<file path="src/hw/mem_pkg.sv">
package mem_pkg;

    // backing memory bus
    localparam int ADDR_W = 32;
    localparam int BEAT_W = 64;

    // cache line geometry
    localparam int LINE_W         = 256;
    localparam int BEATS_PER_LINE = LINE_W / BEAT_W;
    localparam int LINE_OFFSET_W  = 5;

    // one beat as it arrives from memory
    typedef logic [BEAT_W-1:0] beat_t;

    // full line, lowest address in the low bits
    typedef logic [LINE_W-1:0] line_t;

    // address bits above the byte offset inside a line
    typedef logic [ADDR_W-LINE_OFFSET_W-1:0] line_tag_t;

endpackage
</file>
<file path="src/hw/fetch_pkg.sv">
package fetch_pkg;

    // instruction word and order counter
    localparam int INST_W  = 32;
    localparam int ORDER_W = 64;

    // program counter start and step
    localparam logic [mem_pkg::ADDR_W-1:0] PC_RESET = 32'haaaaa000;
    localparam logic [mem_pkg::ADDR_W-1:0] PC_STEP  = 32'd4;

    // instruction queue sizing
    localparam int IQ_DEPTH = 16;
    localparam int IQ_PTR_W = $clog2(IQ_DEPTH);
    // one extra bit so a full queue is distinct from an empty one
    localparam int IQ_CNT_W = IQ_PTR_W + 1;

    // packet handed to the decoder, order in the top bits
    typedef struct packed {
        logic [ORDER_W-1:0]         order;
        logic [mem_pkg::ADDR_W-1:0] pc;
        logic [INST_W-1:0]          inst;
    } fetch_pkt_t;

endpackage

</file>
<file path="src/hw/burst_deserializer.sv">
`timescale 1ns/1ns

module burst_deserializer (
    input  logic           clk,
    input  logic           rst,
    input  mem_pkg::beat_t bmem_rdata_i,
    input  logic           bmem_rvalid_i,
    output mem_pkg::line_t line_o,
    output logic           line_valid_o
);

    logic [$clog2(mem_pkg::BEATS_PER_LINE)-1:0] beat_cnt;
    logic                                       last_beat;

    // beats arrive lowest address first
    assign last_beat = bmem_rvalid_i &&
                       (beat_cnt == mem_pkg::BEATS_PER_LINE - 1);

    // counter wraps on the last beat of a line
    always_ff @(posedge clk) begin
        if (rst) begin
            beat_cnt <= '0;
        end else if (bmem_rvalid_i) begin
            beat_cnt <= beat_cnt + 1'b1;
        end
    end

    // each beat goes into its own slot
    always_ff @(posedge clk) begin
        if (bmem_rvalid_i) begin
            line_o[beat_cnt*mem_pkg::BEAT_W +: mem_pkg::BEAT_W] <= bmem_rdata_i;
        end
    end

    // pulse in the cycle after the last beat, line_o is complete then
    always_ff @(posedge clk) begin
        if (rst) begin
            line_valid_o <= 1'b0;
        end else begin
            line_valid_o <= last_beat;
        end
    end

endmodule

</file>
<file path="src/hw/fetch_ctrl.sv">
`timescale 1ns/1ns

module fetch_ctrl (
    input  logic                         clk,
    input  logic                         rst,
    input  logic                         hit_i,
    input  logic [fetch_pkg::INST_W-1:0] inst_i,
    input  logic                         full_i,
    input  logic                         line_valid_i,
    output logic [mem_pkg::ADDR_W-1:0]   pc_o,
    output logic                         enq_o,
    output fetch_pkg::fetch_pkt_t        pkt_o,
    output logic                         bmem_read_o,
    output logic [mem_pkg::ADDR_W-1:0]   bmem_addr_o,
    input  logic                         bmem_ready_i
);

    typedef enum logic [1:0] {
        ST_IDLE,
        ST_REQ,
        ST_WAIT
    } miss_state_t;

    miss_state_t                   state;
    miss_state_t                   state_next;
    logic [mem_pkg::ADDR_W-1:0]    pc;
    logic [fetch_pkg::ORDER_W-1:0] order;
    logic                          fire;

    // one packet per cycle while the line buffer covers pc and the queue has room
    assign fire = (state == ST_IDLE) && hit_i && !full_i;

    assign pc_o = pc;

    // queue takes the packet on the same edge that steps pc and order
    assign enq_o = fire;

    // pc stays put during a miss, so the request address is stable too
    assign bmem_addr_o = {pc[mem_pkg::ADDR_W-1:mem_pkg::LINE_OFFSET_W],
                          {mem_pkg::LINE_OFFSET_W{1'b0}}};

    // single cycle request, only while memory accepts
    assign bmem_read_o = (state == ST_REQ) && bmem_ready_i;

    always_comb begin
        state_next = state;
        case (state)
            ST_IDLE: begin
                if (!hit_i) begin
                    state_next = ST_REQ;
                end
            end
            ST_REQ: begin
                if (bmem_ready_i) begin
                    state_next = ST_WAIT;
                end
            end
            ST_WAIT: begin
                // line buffer loads on this pulse and hits next cycle
                if (line_valid_i) begin
                    state_next = ST_IDLE;
                end
            end
            default: begin
                state_next = ST_IDLE;
            end
        endcase
    end

    always_ff @(posedge clk) begin
        if (rst) begin
            state <= ST_IDLE;
            pc    <= fetch_pkg::PC_RESET;
            order <= '0;
        end else begin
            state <= state_next;
            if (fire) begin
                pc    <= pc + fetch_pkg::PC_STEP;
                order <= order + 1'b1;
            end
        end
    end

    // packet payload, only meaningful when enq_o is high
    always_comb begin
        pkt_o.order = order;
        pkt_o.pc    = pc;
        pkt_o.inst  = inst_i;
    end

endmodule

</file>
<file path="src/hw/fetch_frontend.sv">
`timescale 1ns/1ns

module fetch_frontend (
    input  logic                       clk,
    input  logic                       rst,

    // backing memory
    output logic [mem_pkg::ADDR_W-1:0] bmem_addr_o,
    output logic                       bmem_read_o,
    input  logic                       bmem_ready_i,
    input  mem_pkg::beat_t             bmem_rdata_i,
    input  logic                       bmem_rvalid_i,

    // decoder
    input  logic                       deq_i,
    output fetch_pkg::fetch_pkt_t      pkt_o,
    output logic                       empty_o
);

    logic [mem_pkg::ADDR_W-1:0]   pc;
    logic                         hit;
    logic [fetch_pkg::INST_W-1:0] inst;
    mem_pkg::line_t               line;
    logic                         line_valid;
    logic                         enq;
    fetch_pkg::fetch_pkt_t        enq_pkt;
    logic                         full;

    fetch_ctrl u_ctrl (
        .clk          (clk),
        .rst          (rst),
        .hit_i        (hit),
        .inst_i       (inst),
        .full_i       (full),
        .line_valid_i (line_valid),
        .pc_o         (pc),
        .enq_o        (enq),
        .pkt_o        (enq_pkt),
        .bmem_read_o  (bmem_read_o),
        .bmem_addr_o  (bmem_addr_o),
        .bmem_ready_i (bmem_ready_i)
    );

    line_buffer u_line_buffer (
        .clk          (clk),
        .rst          (rst),
        .pc_i         (pc),
        .line_i       (line),
        .line_valid_i (line_valid),
        .hit_o        (hit),
        .inst_o       (inst)
    );

    burst_deserializer u_deser (
        .clk           (clk),
        .rst           (rst),
        .bmem_rdata_i  (bmem_rdata_i),
        .bmem_rvalid_i (bmem_rvalid_i),
        .line_o        (line),
        .line_valid_o  (line_valid)
    );

    instr_queue u_queue (
        .clk     (clk),
        .rst     (rst),
        .enq_i   (enq),
        .pkt_i   (enq_pkt),
        .deq_i   (deq_i),
        .pkt_o   (pkt_o),
        .full_o  (full),
        .empty_o (empty_o)
    );

endmodule

</file>
<file path="src/hw/instr_queue.sv">
`timescale 1ns/1ns

module instr_queue (
    input  logic                  clk,
    input  logic                  rst,
    input  logic                  enq_i,
    input  fetch_pkg::fetch_pkt_t pkt_i,
    input  logic                  deq_i,
    output fetch_pkg::fetch_pkt_t pkt_o,
    output logic                  full_o,
    output logic                  empty_o
);

    fetch_pkg::fetch_pkt_t mem [fetch_pkg::IQ_DEPTH];

    logic [fetch_pkg::IQ_PTR_W-1:0] wr_ptr;
    logic [fetch_pkg::IQ_PTR_W-1:0] rd_ptr;
    logic [fetch_pkg::IQ_CNT_W-1:0] count;
    logic                           push;
    logic                           pop;

    // requests that cannot be served are dropped
    assign push = enq_i && !full_o;
    assign pop  = deq_i && !empty_o;

    assign full_o  = (count == fetch_pkg::IQ_DEPTH);
    assign empty_o = (count == '0);

    // head is always visible, only valid while not empty
    assign pkt_o = mem[rd_ptr];

    always_ff @(posedge clk) begin
        if (push) begin
            mem[wr_ptr] <= pkt_i;
        end
    end

    // pointers wrap naturally, depth is a power of two
    always_ff @(posedge clk) begin
        if (rst) begin
            wr_ptr <= '0;
            rd_ptr <= '0;
            count  <= '0;
        end else begin
            if (push) begin
                wr_ptr <= wr_ptr + 1'b1;
            end
            if (pop) begin
                rd_ptr <= rd_ptr + 1'b1;
            end
            case ({push, pop})
                2'b10: count <= count + 1'b1;
                2'b01: count <= count - 1'b1;
                default: count <= count;
            endcase
        end
    end

endmodule

</file>
<file path="src/hw/line_buffer.sv">
`timescale 1ns/1ns

module line_buffer (
    input  logic                         clk,
    input  logic                         rst,
    input  logic [mem_pkg::ADDR_W-1:0]   pc_i,
    input  mem_pkg::line_t               line_i,
    input  logic                         line_valid_i,
    output logic                         hit_o,
    output logic [fetch_pkg::INST_W-1:0] inst_o
);

    mem_pkg::line_t    line_q;
    mem_pkg::line_tag_t tag_q;
    logic              valid_q;
    mem_pkg::line_tag_t pc_tag;
    logic [mem_pkg::LINE_OFFSET_W-3:0] word_idx;

    assign pc_tag   = pc_i[mem_pkg::ADDR_W-1:mem_pkg::LINE_OFFSET_W];
    // word select, byte bits dropped
    assign word_idx = pc_i[mem_pkg::LINE_OFFSET_W-1:2];

    // only the valid bit matters after reset
    always_ff @(posedge clk) begin
        if (rst) begin
            valid_q <= 1'b0;
        end else if (line_valid_i) begin
            valid_q <= 1'b1;
        end
    end

    // pc is held during a miss, so its tag names the arriving line
    always_ff @(posedge clk) begin
        if (line_valid_i) begin
            line_q <= line_i;
            tag_q  <= pc_tag;
        end
    end

    assign hit_o  = valid_q && (tag_q == pc_tag);
    assign inst_o = line_q[word_idx*fetch_pkg::INST_W +: fetch_pkg::INST_W];

endmodule

</file>
<file path="config.mk">
export PLATFORM = sky130hd
export DESIGN_NAME = fetch_frontend
export DESIGN_NICKNAME = d
export VERILOG_FILES = /design/src/hw/mem_pkg.sv /design/src/hw/fetch_pkg.sv /design/src/hw/burst_deserializer.sv /design/src/hw/fetch_ctrl.sv /design/src/hw/fetch_frontend.sv /design/src/hw/instr_queue.sv /design/src/hw/line_buffer.sv
export SDC_FILE = /design/constraint.sdc
export NUM_CORES = 2
export LEC_CHECK = 0
export BUFFER_PORTS_ARGS = -buffer_cell sky130_fd_sc_hd__buf_4
export CAP_MARGIN = 20
export CORE_MARGIN = 5
export CORE_UTILIZATION = 50
export CTS_BUF_LIST = sky130_fd_sc_hd__clkbuf_4
export DETAILED_ROUTE_END_ITERATION = 8
export PLACE_DENSITY_LB_ADDON = 0.15
export SLEW_MARGIN = 20
export SYNTH_ARGS = -nofsm -noshare
export SYNTH_HDL_FRONTEND = slang
export SYNTH_SLANG_ARGS = --single-unit
</file>
<file path="constraint.sdc">
create_clock -name clk -period 9.2 [get_ports clk]
set_input_delay 1.84 -clock clk [delete_from_list [all_inputs] [get_ports clk]]
set_output_delay 1.84 -clock clk [all_outputs]
set_load 0.01 [all_outputs]
</file>
* Word level (Yosys, flattened, before mapping)
Memory sizes are Yosys's and may differ from the RTL's. A register that Yosys moved wholly into a read port is not among the register bits.
Index checks and enable logic that the tools add are counted.
** Word-level totals
- Bits of input ports :: 69
- Memories :: 1
- Output and inout bits :: 162
- Word-level logic and storage cells :: 57
- Bits in registers :: 654
- RAM bits :: 2048
** Memory list
- u_queue.mem :: words 16, width 128, read ports 1, clocked after memory_dff 1, wr ports 1, line instr_queue.sv:14 : fetch_pkg::fetch_pkt_t mem [fetch_pkg::IQ_DEPTH];
** Cells by class
- Add/sub/neg operators :: 8
- Multiplexer cells :: 10
- Shift operators :: 3
- Eq/ne operators :: 10
- Reductions and logical operators :: 13
** Operators by type and width (number)
- $bwmux 256 :: 1
- $shift 64x34->256 const A :: 1
- $shiftx 256x9->32 :: 1
- $shiftx 64x34->256 :: 1
- $add 64x1->64 const B :: 1
- $neg 8->34 :: 1
- $add 32x3->32 const B :: 1
- $eq 27x27->1 :: 1
- $pmux 5 s2 :: 1
- $add 4x1->4 const B :: 2
- $mux 4 :: 2
- $logic_and 1x1->1 :: 7
- $eq 2x2->1 const B :: 3
- $mux 2 :: 3
- $pmux 2 s3 :: 1
- $add 5x1->5 const B :: 1
- $eq 5x5->1 const B :: 1
- $logic_not 5->1 :: 1
- $sub 5x1->5 const B :: 1
- $eq 2x1->1 const B :: 2
- $ne 2x2->1 const B :: 2
- $reduce_and 3->1 :: 1
- $add 2x1->2 const B :: 1
- $logic_not 1->1 :: 2
- other kinds (4) :: 5

* Logic depth before layout (Yosys ltp)
- Depth after elaboration :: 7
- Mapped depth :: 17
- Depth with buffers taken out :: 14

* Cells and area by module
From an unflattened synthesis, not the netlist that was laid out.
** Second synthesis, totals
- Cell total of the unflattened synthesis :: 4787
- Area total of the unflattened synthesis :: 103959.7 µm²
** Modules (own cells, without submodules)
- instr_queue :: seq. area each 61839.3 µm², instances 1, cells each 3134, area an instance 78054.9 µm²
- line_buffer :: seq. area each 8518.2 µm², instances 1, cells each 436, area an instance 10899.2 µm²
- burst_deserializer :: seq. area each 7747.4 µm², instances 1, cells each 585, area an instance 9823.2 µm²
- fetch_ctrl :: seq. area each 1921.8 µm², instances 1, cells each 632, area an instance 5182.5 µm²

* Least setup slack after synthesis
Ideal clock, no wire load.
- Path kind :: flip-flop to flip-flop
- From :: register u_deser.line_valid_o
- To :: register u_line_buffer.line_q[0] (enable)
- Slack :: 2.016 ns
- Stages on the path, launching flop included :: 1
- Path buffers :: 0
- Data required time :: 8.526 ns
- Library setup time :: 0.674 ns
- Arrival :: 6.510 ns
- Clock period less this slack :: 7.184 ns
- Cell sequence :: dfxtp_1
** RTL lines
- from (decl) :: line burst_deserializer.sv:9 : output logic line_valid_o
- from (signal assigned) :: line burst_deserializer.sv:40 : line_valid_o <= last_beat;
- to (signal assigned) :: line line_buffer.sv:35 : line_q <= line_i;
- to (decl) :: line line_buffer.sv:13 : mem_pkg::line_t line_q;
No word-level cell between the ends.

==> results.md <==
- Post_cts resized: 0
- Latest clock arrival within the worst-skew pair: 1.42 ns
- Area of the mapped netlist: 102,000 sq um
- Via density per instance: 5.73
- Clk buf depth: 4
- Largest net degree at the start of global routing: 126
- TritonCTS Buffers: 689
- Clock Tree Root: clkbuf_4
- GRT Overall Usage: 0.217
- Worst Setup Start Kind: flip-flop
- Clock Power Share: 0.419
- Max-slew violations: 0
- Worst-path clk slew: 0.06 ns
- I/O pin total: 231
- Sequential share of power: 0.573
- Cell Count, Final, Fillers Out: 8,424
- Asr flop ratio synth: 0
- Starting Density: 0.502
- Ys flop type: edfxtp_1
- Antenna violations before repair: 12
- Area of the multi-input gates: 21,400 sq um
- FP Rows: 165
- Sw power: 4.67 mW
- EDFF count, synth: 2,555
- Sequential Area: 79,100 sq um
- Max_cap viols: 0
- Placed cell count: 7,257
- Post-synth top area share: 0.756
- Global route overflow: 0
- Worst Path Max Fanout: 39
- Slew headroom: 0.232
- Top cells by area, synth: edfxtp_1 76%, mux4_2 15%, dfxtp_1 2.3%
- Tcrit/Tclk final: 0.707
- Slowest CP cell: dfxtp_4
- CP Capture Type: primary output
- Worst R2R Setup Slack: 3.97 ns
- Internal: 18.5 mW
- Critical Path, Cell by Cell: buf_4 -> buf_4 -> mux4_2 -> mux4_2 -> buf_4
- Detailed placement HPWL: 114 mm
- Most instantiated cells after synthesis: 2,555 x edfxtp_1, 685 x mux4_2, 276 x and2_1
- YS warnings: 0
- Register area share after synthesis: 0.779
- Status: complete, no violations
- Hold Path Class: reg -> reg
- DRC viols: 0
- CP Data Arrival Time: 4.66 ns
- Power, Total: 23.1 mW
- Type of the worst setup path: reg -> out
- Synth cell types: 46
- Final Hold Viols: 0
- Worst vdd ir: 0.000117 V
- Layout cells sized above 1: 0.369
- WP data required: 7.36 ns
- Most frequent CP cell: buf_4
- Drt first-iter violations: 3,899
- Area leader, netlist: edfxtp_1
- Comb pwr share: 0.008
- Buffers added on ports: 223
- Fill cells: 15,200
- Fmax: 0.154 GHz
- Sw Ratio: 0.202
- Slew at the pin with the worst max-slew slack: 1.15 ns
- Syn Inst Count: 4,536
- Slowest cell delay on critical path: 0.95 ns
- Die X: 461 um
- Min Tclk post-route: 6.50 ns
- Avg WL per Cell: 27.1 um
- First-pass GRT wire length: 337 mm
- Setup Skew: 0.0896 ns
- Placeable Area: 202,000 sq um
- Pwr/cell area: 202 nW/um^2
- Bufs and invs on worst path: 3
- Number of nets with antenna violations after routing: 0
- Via Count: 48,300
- # H-tree levels: 6
- Routed WL: 228 mm
- Initial DRT Pass Iterations: 5
- Synth Area per Inst: 22.4 sq um
- P&R area growth vs syn: 13.0%
- Clk sink count: 2,672
- Yosys reg bits: 2,672
- Setup_tns: 0 ns
- Cell family with most CP delay: buffers and inverters
- TritonCTS clock tree: done
- Final net count: 5,363
- Leak: 36.4 nW
- Die H: 461 um
- RSZ-0062 raised after global routing: no
- # setup viols final: 0
- Setup Fix Bufs, Post-CTS: 0
- Most frequent cell after synthesis: edfxtp_1
- Hold_buf cts: 0
- Die ar.: 212,000 sq um
- Routability cong.: 0.730
- Vias in the first global route: 51,800
-- worst reg2reg max path, delay by kind of cell, from the launching register on --
kind,cells,cell delay (ns)
flip-flops,1,0.86
XOR/XNOR,1,0.19
AND/OR/NAND/NOR,5,2.52
buffers and inverters,3,1.12
-- power by group through the flow --
| stage | combinational (mW) | sequential (mW) | clock, mW |
|---|---|---|---|
| floorplan | 0.103 | 13.5 | 0 |
| global placement | 0.193 | 13.5 | 0 |
| detailed placement | 0.198 | 13.5 | 0 |
| CTS | 0.199 | 13.2 | 10.0 |
| global route | 0.213 | 13.2 | 10.7 |
| finish | 0.192 | 13.2 | 9.69 |
-- layout make-up --
| class | instances | area share |
|---|---|---|
| inverters | 23 | 0.000752 |
| diodes | 11 | 0.000240 |
| flip-flops and latches | 2672 | 0.689 |
| clock inverters | 137 | 0.00595 |
| well taps | 2672 | 0.0291 |
| multi-input cells | 1587 | 0.186 |
| clock buffers | 1018 | 0.0666 |
| repair buffers | 304 | 0.0220 |
-- cells in the final DEF, fill, tap and decap left out, types with 14 or more instances in the layout --
cell type  instances
a21oi_1           61
and2_1           264
and4_1            14
buf_12            19
buf_4            285
clkbuf_4        1018
clkinv_1         100
dfxtp_1          109
edfxtp_1        2555
ha_1              16
inv_1             23
inv_2             14
mux2_2            33
mux4_2           685
nand2_1           49
nand3_1           34
nand4_1           35
nor2_1            72
nor2b_1           17
nor3_1            26
nor4_1            24
o21ai_0           23
o31ai_1           21
or3_1             19
or4_1             22
xnor2_1           71
-- routing by layer --
layer | global-route usage | wire length [um] | vias up
met3 | 0.0499 | 13700 | 319
met2 | 0.362 | 116000 | 1550
met4 | 0.0654 | 4130 | 16
met1 | 0.290 | 93900 | 25600
met5 | 0 | 115 | -
li1 | - | - | 20800
-- logic make-up after synthesis --
family | after synthesis | synth area share
adders and majority gates | 17 | 0.00217
DFF | 2672 | 0.779
and+or+nand+nor | 630 | 0.0362
muxes | 729 | 0.157
other | 1 | 0.0000369
xor gates and xnor gates | 79 | 0.00689
AOI/OAI and AO/OA | 125 | 0.00727
buffers and inverters | 283 | 0.0120
-- registers in the layout, summed over array words and instances, names as in the netlist, named ones only --
signal                 count
u_queue.mem             2016
u_deser.line_o           256
u_ctrl.pc_o               30
u_queue.count              5
u_ctrl.order              64
u_queue.rd_ptr             4
u_line_buffer.valid_q      1
u_deser.beat_cnt           2
u_queue.wr_ptr             4
u_deser.line_valid_o       1
u_line_buffer.line_q     256
u_line_buffer.tag_q       27
u_ctrl.state               2
-- through the flow --
step / util / area, sq um / setup WS [ns] / hold slack [ns]
floorplan: - / 102000 / 2.02 / 0.400
global placement: 0.526 / 106000 / 3.99 / 0.400
detailed placement: 0.526 / 106000 / 3.96 / 0.405
CTS: 0.568 / 115000 / 2.39 / 0.373
global route: 0.568 / 115000 / 2.28 / 0.397
finish: 0.568 / 115000 / 2.70 / 0.376
-- path summary, 6_finish.rpt --
kind	start	end	depth (start not counted)
min reg2reg	u_deser.line_o[27]	u_line_buffer.line_q[27]	0
max reg2reg	u_ctrl.pc_o[19]	u_queue.mem[4][126]	9
min	u_deser.line_o[27]	u_line_buffer.line_q[27]	0
max	flip-flop	pkt_o[125]	5
(Power assumes the default switching activity.)
